[src/rtl/offload_pkg.sv]
// ----------------------------------------
// Offload path widths and defaults
// Unit-select encoding of the request
// ----------------------------------------

package offload_pkg;

  // ----------------------------------------
  // Widths
  // ----------------------------------------
  // Operand and result width
  parameter int unsigned DATA_W = 32;

  // Destination register id
  parameter int unsigned ID_W = 5;

  // Opcode field
  parameter int unsigned OP_W = 4;

  // ----------------------------------------
  // Request address field
  // ----------------------------------------
  // One bit, picks the unit that serves the request
  typedef enum logic [0:0] {
    UNIT_INT    = 1'b0,
    UNIT_SHARED = 1'b1
  } unit_sel_e;

endpackage
[src/rtl/ipu_pkg.sv]
// ----------------------------------------
// Integer processing unit opcodes
// ----------------------------------------

package ipu_pkg;

  // Codes 8 to 15 are unknown and answered with an error
  typedef enum logic [offload_pkg::OP_W-1:0] {
    OP_ADD = 4'h0,
    OP_SUB = 4'h1,
    OP_MUL = 4'h2,
    OP_AND = 4'h3,
    OP_OR  = 4'h4,
    OP_XOR = 4'h5,
    OP_SLL = 4'h6,
    OP_SRL = 4'h7
  } ipu_op_e;

endpackage

[src/rtl/core_complex.sv]
// ----------------------------------------
// Offload top level: request cut, switch,
// integer unit, shared port, response cut
// ----------------------------------------
`timescale 1ns/1ns

module core_complex #(
  parameter int unsigned DataWidth    = offload_pkg::DATA_W,
  parameter int unsigned IdWidth      = offload_pkg::ID_W,
  parameter bit          RegisterReq  = 1'b1,
  parameter bit          RegisterResp = 1'b1
) (
  input  logic                           clk_i,
  input  logic                           rst_ni,
  // Offload request
  input  logic                           req_valid_i,
  input  offload_pkg::unit_sel_e         req_unit_i,
  input  logic [IdWidth-1:0]             req_id_i,
  input  logic [offload_pkg::OP_W-1:0]   req_op_i,
  input  logic [DataWidth-1:0]           req_arga_i,
  input  logic [DataWidth-1:0]           req_argb_i,
  output logic                           req_ready_o,
  // Offload response
  output logic                           resp_valid_o,
  output logic [DataWidth-1:0]           resp_data_o,
  output logic [IdWidth-1:0]             resp_id_o,
  output logic                           resp_error_o,
  input  logic                           resp_ready_i,
  // Shared-unit request
  output logic                           sh_req_valid_o,
  output logic [IdWidth-1:0]             sh_req_id_o,
  output logic [offload_pkg::OP_W-1:0]   sh_req_op_o,
  output logic [DataWidth-1:0]           sh_req_arga_o,
  output logic [DataWidth-1:0]           sh_req_argb_o,
  input  logic                           sh_req_ready_i,
  // Shared-unit response
  input  logic                           sh_resp_valid_i,
  input  logic [DataWidth-1:0]           sh_resp_data_i,
  input  logic [IdWidth-1:0]             sh_resp_id_i,
  input  logic                           sh_resp_error_i,
  output logic                           sh_resp_ready_o
);

  import offload_pkg::*;
  import ipu_pkg::*;

  localparam int unsigned ReqWidth  = 1 + IdWidth + OP_W + 2 * DataWidth;
  localparam int unsigned RespWidth = DataWidth + IdWidth + 1;

  // Request after the cut
  logic                 req_q_valid, req_q_ready;
  logic [ReqWidth-1:0]  req_q_data;
  logic                 req_q_unit;
  logic [IdWidth-1:0]   req_q_id;
  logic [OP_W-1:0]      req_q_op;
  logic [DataWidth-1:0] req_q_arga, req_q_argb;

  // Integer unit handshakes
  logic                 int_req_valid, int_req_ready;
  logic                 int_resp_valid, int_resp_ready, int_resp_error;
  logic [DataWidth-1:0] int_resp_data;
  logic [IdWidth-1:0]   int_resp_id;

  // Arbiter output, before the response cut
  logic                 arb_valid, arb_ready, arb_error;
  logic [DataWidth-1:0] arb_data;
  logic [IdWidth-1:0]   arb_id;
  logic [RespWidth-1:0] resp_q_data;

  // ----------------------------------------
  // Request path
  // ----------------------------------------
  spill_register #(
    .Width  ( ReqWidth     ),
    .Bypass ( !RegisterReq )
  ) i_spill_req (
    .clk_i   ( clk_i                                                      ),
    .rst_ni  ( rst_ni                                                     ),
    .valid_i ( req_valid_i                                                ),
    .ready_o ( req_ready_o                                                ),
    .data_i  ( {req_unit_i, req_id_i, req_op_i, req_arga_i, req_argb_i} ),
    .valid_o ( req_q_valid                                                ),
    .ready_i ( req_q_ready                                                ),
    .data_o  ( req_q_data                                                 )
  );

  assign {req_q_unit, req_q_id, req_q_op, req_q_arga, req_q_argb} = req_q_data;

  offload_switch #(
    .DataWidth ( DataWidth ),
    .IdWidth   ( IdWidth   )
  ) i_offload_switch (
    .clk_i            ( clk_i                   ),
    .rst_ni           ( rst_ni                  ),
    .req_valid_i      ( req_q_valid             ),
    .req_unit_i       ( unit_sel_e'(req_q_unit) ),
    .req_ready_o      ( req_q_ready             ),
    .int_req_valid_o  ( int_req_valid           ),
    .int_req_ready_i  ( int_req_ready           ),
    .sh_req_valid_o   ( sh_req_valid_o          ),
    .sh_req_ready_i   ( sh_req_ready_i          ),
    .int_resp_valid_i ( int_resp_valid          ),
    .int_resp_data_i  ( int_resp_data           ),
    .int_resp_id_i    ( int_resp_id             ),
    .int_resp_error_i ( int_resp_error          ),
    .int_resp_ready_o ( int_resp_ready          ),
    .sh_resp_valid_i  ( sh_resp_valid_i         ),
    .sh_resp_data_i   ( sh_resp_data_i          ),
    .sh_resp_id_i     ( sh_resp_id_i            ),
    .sh_resp_error_i  ( sh_resp_error_i         ),
    .sh_resp_ready_o  ( sh_resp_ready_o         ),
    .resp_valid_o     ( arb_valid               ),
    .resp_data_o      ( arb_data                ),
    .resp_id_o        ( arb_id                  ),
    .resp_error_o     ( arb_error               ),
    .resp_ready_i     ( arb_ready               )
  );

  int_unit #(
    .DataWidth ( DataWidth ),
    .IdWidth   ( IdWidth   )
  ) i_int_unit (
    .clk_i        ( clk_i               ),
    .rst_ni       ( rst_ni              ),
    .req_valid_i  ( int_req_valid       ),
    .req_id_i     ( req_q_id            ),
    .req_op_i     ( ipu_op_e'(req_q_op) ),
    .req_arga_i   ( req_q_arga          ),
    .req_argb_i   ( req_q_argb          ),
    .req_ready_o  ( int_req_ready       ),
    .resp_valid_o ( int_resp_valid      ),
    .resp_data_o  ( int_resp_data       ),
    .resp_id_o    ( int_resp_id         ),
    .resp_error_o ( int_resp_error      ),
    .resp_ready_i ( int_resp_ready      )
  );

  // Shared unit sees the cut request data directly
  assign sh_req_id_o   = req_q_id;
  assign sh_req_op_o   = req_q_op;
  assign sh_req_arga_o = req_q_arga;
  assign sh_req_argb_o = req_q_argb;

  // ----------------------------------------
  // Response path
  // ----------------------------------------
  spill_register #(
    .Width  ( RespWidth     ),
    .Bypass ( !RegisterResp )
  ) i_spill_resp (
    .clk_i   ( clk_i                          ),
    .rst_ni  ( rst_ni                         ),
    .valid_i ( arb_valid                      ),
    .ready_o ( arb_ready                      ),
    .data_i  ( {arb_data, arb_id, arb_error} ),
    .valid_o ( resp_valid_o                   ),
    .ready_i ( resp_ready_i                   ),
    .data_o  ( resp_q_data                    )
  );

  assign {resp_data_o, resp_id_o, resp_error_o} = resp_q_data;

endmodule

[src/rtl/int_unit.sv]
// ----------------------------------------
// Two-stage integer processing unit
// Decode stage, then compute stage
// ----------------------------------------
`timescale 1ns/1ns

module int_unit #(
  parameter int unsigned DataWidth = offload_pkg::DATA_W,
  parameter int unsigned IdWidth   = offload_pkg::ID_W
) (
  input  logic                 clk_i,
  input  logic                 rst_ni,
  input  logic                 req_valid_i,
  input  logic [IdWidth-1:0]   req_id_i,
  input  ipu_pkg::ipu_op_e     req_op_i,
  input  logic [DataWidth-1:0] req_arga_i,
  input  logic [DataWidth-1:0] req_argb_i,
  output logic                 req_ready_o,
  output logic                 resp_valid_o,
  output logic [DataWidth-1:0] resp_data_o,
  output logic [IdWidth-1:0]   resp_id_o,
  output logic                 resp_error_o,
  input  logic                 resp_ready_i
);

  import ipu_pkg::*;

  // Stage one registers
  logic                 s1_valid_q;
  logic [IdWidth-1:0]   s1_id_q;
  ipu_op_e              s1_op_q;
  logic                 s1_err_q;
  logic [DataWidth-1:0] s1_a_q, s1_b_q;
  // Stage two registers
  logic                 s2_valid_q;
  logic [IdWidth-1:0]   s2_id_q;
  logic                 s2_err_q;
  logic [DataWidth-1:0] s2_data_q;

  logic                 s1_ready, s2_ready;
  logic                 op_known;
  logic [DataWidth-1:0] alu_result;

  // A stage moves on when the next one is empty or draining
  assign s2_ready    = ~s2_valid_q | resp_ready_i;
  assign s1_ready    = ~s1_valid_q | s2_ready;
  assign req_ready_o = s1_ready;

  // ----------------------------------------
  // Decode
  // ----------------------------------------
  always_comb begin
    case (req_op_i)
      OP_ADD, OP_SUB, OP_MUL, OP_AND, OP_OR, OP_XOR, OP_SLL, OP_SRL: op_known = 1'b1;
      default: op_known = 1'b0;
    endcase
  end

  // ----------------------------------------
  // Compute
  // ----------------------------------------
  always_comb begin
    case (s1_op_q)
      OP_ADD:  alu_result = s1_a_q + s1_b_q;
      OP_SUB:  alu_result = s1_a_q - s1_b_q;
      // Low half of the product
      OP_MUL:  alu_result = s1_a_q * s1_b_q;
      OP_AND:  alu_result = s1_a_q & s1_b_q;
      OP_OR:   alu_result = s1_a_q | s1_b_q;
      OP_XOR:  alu_result = s1_a_q ^ s1_b_q;
      OP_SLL:  alu_result = s1_a_q << s1_b_q[4:0];
      OP_SRL:  alu_result = s1_a_q >> s1_b_q[4:0];
      default: alu_result = '0;
    endcase
  end

  always_ff @(posedge clk_i or negedge rst_ni) begin
    if (!rst_ni) begin
      s1_valid_q <= 1'b0;
      s2_valid_q <= 1'b0;
    end else begin
      if (s1_ready) begin
        s1_valid_q <= req_valid_i;
      end
      if (s2_ready) begin
        s2_valid_q <= s1_valid_q;
      end
    end
  end

  always_ff @(posedge clk_i) begin
    if (req_valid_i && s1_ready) begin
      s1_id_q  <= req_id_i;
      s1_op_q  <= req_op_i;
      s1_err_q <= ~op_known;
      s1_a_q   <= req_arga_i;
      s1_b_q   <= req_argb_i;
    end
    if (s1_valid_q && s2_ready) begin
      s2_id_q   <= s1_id_q;
      s2_err_q  <= s1_err_q;
      s2_data_q <= alu_result;
    end
  end

  assign resp_valid_o = s2_valid_q;
  assign resp_data_o  = s2_data_q;
  assign resp_id_o    = s2_id_q;
  assign resp_error_o = s2_err_q;

endmodule

[src/rtl/offload_switch.sv]
// ----------------------------------------
// Request demux to integer or shared unit
// Round-robin response arbiter
// ----------------------------------------
`timescale 1ns/1ns

module offload_switch #(
  parameter int unsigned DataWidth = offload_pkg::DATA_W,
  parameter int unsigned IdWidth   = offload_pkg::ID_W
) (
  input  logic                  clk_i,
  input  logic                  rst_ni,
  // Request side
  input  logic                  req_valid_i,
  input  offload_pkg::unit_sel_e req_unit_i,
  output logic                  req_ready_o,
  output logic                  int_req_valid_o,
  input  logic                  int_req_ready_i,
  output logic                  sh_req_valid_o,
  input  logic                  sh_req_ready_i,
  // Response from the integer unit
  input  logic                  int_resp_valid_i,
  input  logic [DataWidth-1:0]  int_resp_data_i,
  input  logic [IdWidth-1:0]    int_resp_id_i,
  input  logic                  int_resp_error_i,
  output logic                  int_resp_ready_o,
  // Response from the shared unit
  input  logic                  sh_resp_valid_i,
  input  logic [DataWidth-1:0]  sh_resp_data_i,
  input  logic [IdWidth-1:0]    sh_resp_id_i,
  input  logic                  sh_resp_error_i,
  output logic                  sh_resp_ready_o,
  // Merged response
  output logic                  resp_valid_o,
  output logic [DataWidth-1:0]  resp_data_o,
  output logic [IdWidth-1:0]    resp_id_o,
  output logic                  resp_error_o,
  input  logic                  resp_ready_i
);

  import offload_pkg::*;

  // ----------------------------------------
  // Request steering
  // ----------------------------------------
  assign int_req_valid_o = req_valid_i & (req_unit_i == UNIT_INT);
  assign sh_req_valid_o  = req_valid_i & (req_unit_i == UNIT_SHARED);
  assign req_ready_o     = (req_unit_i == UNIT_SHARED) ? sh_req_ready_i : int_req_ready_i;

  // ----------------------------------------
  // Response arbitration
  // ----------------------------------------
  // Pointer high means the shared unit has priority
  logic rr_q;
  logic sel_sh;

  // Take the favoured source if it is valid, else the other one
  assign sel_sh = rr_q ? sh_resp_valid_i : ~int_resp_valid_i;

  always_ff @(posedge clk_i or negedge rst_ni) begin
    if (!rst_ni) begin
      rr_q <= 1'b0;
    end else if (resp_valid_o) begin
      // Flip after a grant, follow the choice while stalled
      rr_q <= resp_ready_i ? ~sel_sh : sel_sh;
    end
  end

  assign resp_valid_o     = int_resp_valid_i | sh_resp_valid_i;
  assign resp_data_o      = sel_sh ? sh_resp_data_i : int_resp_data_i;
  assign resp_id_o        = sel_sh ? sh_resp_id_i : int_resp_id_i;
  assign resp_error_o     = sel_sh ? sh_resp_error_i : int_resp_error_i;
  assign int_resp_ready_o = resp_ready_i & ~sel_sh;
  assign sh_resp_ready_o  = resp_ready_i & sel_sh;

endmodule

[src/rtl/spill_register.sv]
// ----------------------------------------
// Two-entry valid/ready cut register
// Optional bypass to plain wires
// ----------------------------------------
`timescale 1ns/1ns

module spill_register #(
  parameter int unsigned Width  = 32,
  parameter bit          Bypass = 1'b0
) (
  input  logic             clk_i,
  input  logic             rst_ni,
  input  logic             valid_i,
  output logic             ready_o,
  input  logic [Width-1:0] data_i,
  output logic             valid_o,
  input  logic             ready_i,
  output logic [Width-1:0] data_o
);

  if (Bypass) begin : gen_bypass
    assign valid_o = valid_i;
    assign ready_o = ready_i;
    assign data_o  = data_i;
  end else begin : gen_spill
    logic             a_full_q, b_full_q;
    logic             rdy_en_q;
    logic [Width-1:0] a_data_q, b_data_q;
    logic             a_fill, a_drain, b_fill, b_drain;

    // Slot A takes new data, slot B catches A when the output stalls
    assign a_fill  = valid_i & ready_o;
    assign a_drain = a_full_q & ~b_full_q;
    assign b_fill  = a_drain & ~ready_i;
    assign b_drain = b_full_q & ready_i;

    always_ff @(posedge clk_i or negedge rst_ni) begin
      if (!rst_ni) begin
        a_full_q <= 1'b0;
        b_full_q <= 1'b0;
        rdy_en_q <= 1'b0;
      end else begin
        // Ready held low until the first clock after reset
        rdy_en_q <= 1'b1;
        if (a_fill || a_drain) begin
          a_full_q <= a_fill;
        end
        if (b_fill || b_drain) begin
          b_full_q <= b_fill;
        end
      end
    end

    always_ff @(posedge clk_i) begin
      if (a_fill) begin
        a_data_q <= data_i;
      end
      if (b_fill) begin
        b_data_q <= a_data_q;
      end
    end

    // B always holds the older entry
    assign ready_o = rdy_en_q & (~a_full_q | ~b_full_q);
    assign valid_o = a_full_q | b_full_q;
    assign data_o  = b_full_q ? b_data_q : a_data_q;
  end

endmodule

[config.mk]
export PLATFORM = sky130hd
export DESIGN_NAME = core_complex
export DESIGN_NICKNAME = d
export VERILOG_FILES = /design/src/rtl/offload_pkg.sv /design/src/rtl/ipu_pkg.sv /design/src/rtl/core_complex.sv /design/src/rtl/int_unit.sv /design/src/rtl/offload_switch.sv /design/src/rtl/spill_register.sv
export SDC_FILE = /design/constraint.sdc
export NUM_CORES = 2
export LEC_CHECK = 0
export BUFFER_PORTS_ARGS = -buffer_cell sky130_fd_sc_hd__buf_2
export CAP_MARGIN = 20
export CORE_MARGIN = 3
export CORE_UTILIZATION = 30
export CTS_CLUSTER_SIZE = 20
export DETAILED_ROUTE_END_ITERATION = 8
export SLEW_MARGIN = 20
export SYNTH_ARGS = -nofsm -noshare
export SYNTH_HDL_FRONTEND = slang
export SYNTH_SLANG_ARGS = --single-unit
export TNS_END_PERCENT = 100
[constraint.sdc]
create_clock -name clk_i -period 8.2 [get_ports clk_i]
set_input_delay 0.82 -clock clk_i [delete_from_list [all_inputs] [get_ports clk_i]]
set_output_delay 0.82 -clock clk_i [all_outputs]
set_load 0.05 [all_outputs]
==> flow_summary.json <==
{
  "yosysWarnings": 0,
  "synth_area_leaders": "edfxtp_1 (29%), fa_1 (24%), ha_1 (8.1%)",
  "layout_min_cycle_time_ps": 7960,
  "ys_top_cells_by_count": "nor2_1 (438), inv_1 (426), fa_1 (409), edfxtp_1 (335), nand2_1 (279)",
  "areaGrowthSynthToFinish_pct": 14.0,
  "gp_congestion": 1.03,
  "drc_errors": 0,
  "report.final.hold_viol_count": 0,
  "synth.top_cell.area_share_pct": 29.2,
  "routed-via-count": 26779,
  "dp.cells": 4971,
  "htreeDepth": 2,
  "path_class": "reg2reg",
  "synth_seq_area_share_pct": 29.7,
  "root_buffer": "clkbuf_16",
  "drive_gt1_share_pct": 19.7,
  "worst-slew-pin-transition_ps": 1140,
  "postSynthCellCount": 3279,
  "setup_viol": 0,
  "rsz0062_at_grt": "no",
  "ys_ff_latch": 343,
  "initialDrtViolationCount": 3289,
  "dpl.hpwl_mm": 99.8,
  "outcome": "complete, no violations",
  "die_area_sq_um": 119000,
  "grt_overflow": 0,
  "grt_antenna_before_repair": 5,
  "worstPathMaxFanout": 9,
  "max-cap-violations": 0,
  "hp-class": "in2async",
  "track_usage_pct": 21.1,
  "synthArstFlopShare_pct": 2.33,
  "ant_nets": 0,
  "synth_ff_type": "edfxtp_1",
  "clock_latency_ps": 600,
  "row_count": 123,
  "yosysUniqueCellTypes": 87,
  "cts.sinks": 343,
  "cts_max_path_buffers": 3,
  "final_area_sq_um": 39300,
  "start_util_pct": 30.5,
  "grt_pass1_wl_mm": 187,
  "drt-wirelength-per-cell_um": 25.4,
  "synth_nets": 4028,
  "cp.required_ps": 8460,
  "final.fill_count": 11522,
  "via_per_inst": 5.30,
  "wirelength_mm": 128,
  "portBuffers": 232,
  "fmax_ghz": 0.126,
  "startpoint_type": "register",
  "avgSynthCellArea_sq_um": 10.5,
  "cts_tree": "built",
  "grt_pass1_vias": 27251,
  "finalCritPeriodShare_pct": 97.1,
  "cp-end-kind": "register",
  "worstPathArrival_ps": 8220,
  "cts_made_buffers": 39,
  "clk_pin_slew_worst_paths_ps": 60,
  "synth_edf_count": 335,
  "ios": 233,
  "slew_viol_final": 0,
  "relSlewSlack_pct": 23.9,
  "coreArea_sq_um": 113000,
  "synth.cell_area_sq_um": 34500,
  "synth_area_leader_cell": "edfxtp_1",
  "fin_nets": 4271,
  "die_w_um": 345,
  "grt_max_degree": 74,
  "yosysMostFrequentCell": "nor2_1",
  "place_area_sq_um": 38000,
  "die_y_um": 345,
  "fin_cells": 5052,
  "dr.pass1.iters": 8,
  "finClkSkew_ps": 44.6,
  "finalSetupTns_ps": 0
}
==> cell families (layout without fill, tap and decap cells) <==
group | after synthesis | after routing | synth area share, %
compound gates | 425 | 425 | 8.36
xor+xnor | 128 | 128 | 3.25
other cells | 1 | 3 | 0.0109
mux | 251 | 251 | 9.44
fa+ha+maj | 631 | 631 | 31.8
flops | 343 | 343 | 29.7
buf+inv | 643 | 914 | 7.11
simple gates | 857 | 857 | 10.3
==> sequential cells by signal, summed over array words and instances, names as in the netlist <==
signal                           count
i_offload_switch.rr_q                1
i_int_unit.s1_op_q                   3
i_spill_resp.gen_spill.b_data_q     38
i_int_unit.s1_err_q                  1
i_spill_resp.gen_spill.b_full_q      1
i_int_unit.s1_valid_q                1
i_spill_resp.gen_spill.a_full_q      1
i_spill_req.gen_spill.a_full_q       1
i_int_unit.resp_id_o                 5
i_spill_req.gen_spill.b_data_q      74
i_spill_resp.gen_spill.a_data_q     38
i_int_unit.s1_a_q                   32
i_spill_resp.gen_spill.rdy_en_q      1
i_int_unit.s1_id_q                   5
i_spill_req.gen_spill.b_full_q       1
i_spill_req.gen_spill.a_data_q      74
i_int_unit.s1_b_q                   32
i_int_unit.resp_error_o              1
i_int_unit.resp_data_o              32
i_int_unit.resp_valid_o              1
==> what timing repair did <==
item,4_1_cts,5_1_grt
gates resized for setup,0,7
endpoints found under the setup margin,0,3
hold buffers,0,0
buffers inserted,0,9
==> layout by cell type (no fill, tap or decap), types with 52 or more instances in the layout <==
cell        n
a21oi_1    83
edfxtp_1  335
buf_4     155
inv_1     422
nand2_1   279
nor2_1    434
xnor2_1    97
mux2_2    154
mux2i_1    52
ha_1      222
fa_1      409
buf_2     232
o21ai_0    82
==> layout make-up <==
class	instances	area, sq um	share of cell area, %
Multi-Input combinational cell	2293	21900	55.6
Inverter	453	1720	4.37
Sequential cell	343	10300	26.1
Clock buffer	48	1020	2.59
Timing Repair Buffer	392	2430	6.18
Antenna cell	2	5.00	0.0127
Clock inverter	21	173	0.439
Tap cell	1500	1880	4.77
==> metrics by stage <==
step	setup WS [ps]	util [%]	hold slack, ps
6_report	236	34.7	87.5
5_1_grt	37.6	34.7	76.8
4_1_cts	84.2	34.6	58.7
3_5_place_dp	132	33.6	407
3_3_place_gp	174	33.6	403
2_1_floorplan	232	-	400
==> critical path, cell delays in order, from the launching register on <==
cell and delay (ps):
edfxtp_1 360, clkinv_1 440, nor2_1 310, fa_1 450
fa_1 470, fa_1 520, inv_1 70, fa_1 530
inv_1 50, fa_1 480, fa_1 500, fa_1 540
fa_1 430, ha_1 420, a21oi_2 250, o21ai_1 90
a21oi_1 270, inv_1 160, a311o_1 350, a31o_1 230
a21oi_1 220, xor2_2 270, o2111ai_1 210
==> final timing paths <==
kind,slack [ps],depth (start not counted),to,from
setup / recovery,240,22,i_int_unit.resp_data_o[28]$_DFFE_PP_,i_int_unit.s1_a_q[21]$_DFFE_PP_
hold / removal,90,1,i_spill_req.gen_spill.a_full_q$_DFFE_PN0P_,rst_ni
setup reg to reg,240,22,i_int_unit.resp_data_o[28]$_DFFE_PP_,i_int_unit.s1_a_q[21]$_DFFE_PP_
hold reg to reg,410,0,i_spill_resp.gen_spill.b_data_q[20]$_DFFE_PP_,i_spill_resp.gen_spill.a_data_q[20]$_DFFE_PP_
max in group asynchronous,7890,1,i_spill_req.gen_spill.b_full_q$_DFFE_PN0P_,rst_ni
min in group clk_i,410,1,i_spill_req.gen_spill.a_data_q[21]$_DFFE_PP_,req_argb_i[21]
==> routing by layer <==
metal,global-route usage [%],wire length (um),vias to the layer above
li1,-,-,11466
met1,27.4,49600,13375
met2,32.3,56700,1558
met3,5.23,13200,374
met4,11.8,8590,6
met5,0,40,-
Power is left out: the tool's default activity adds up to more than one toggle a clock period on the data nets, which glitch-free logic cannot reach.
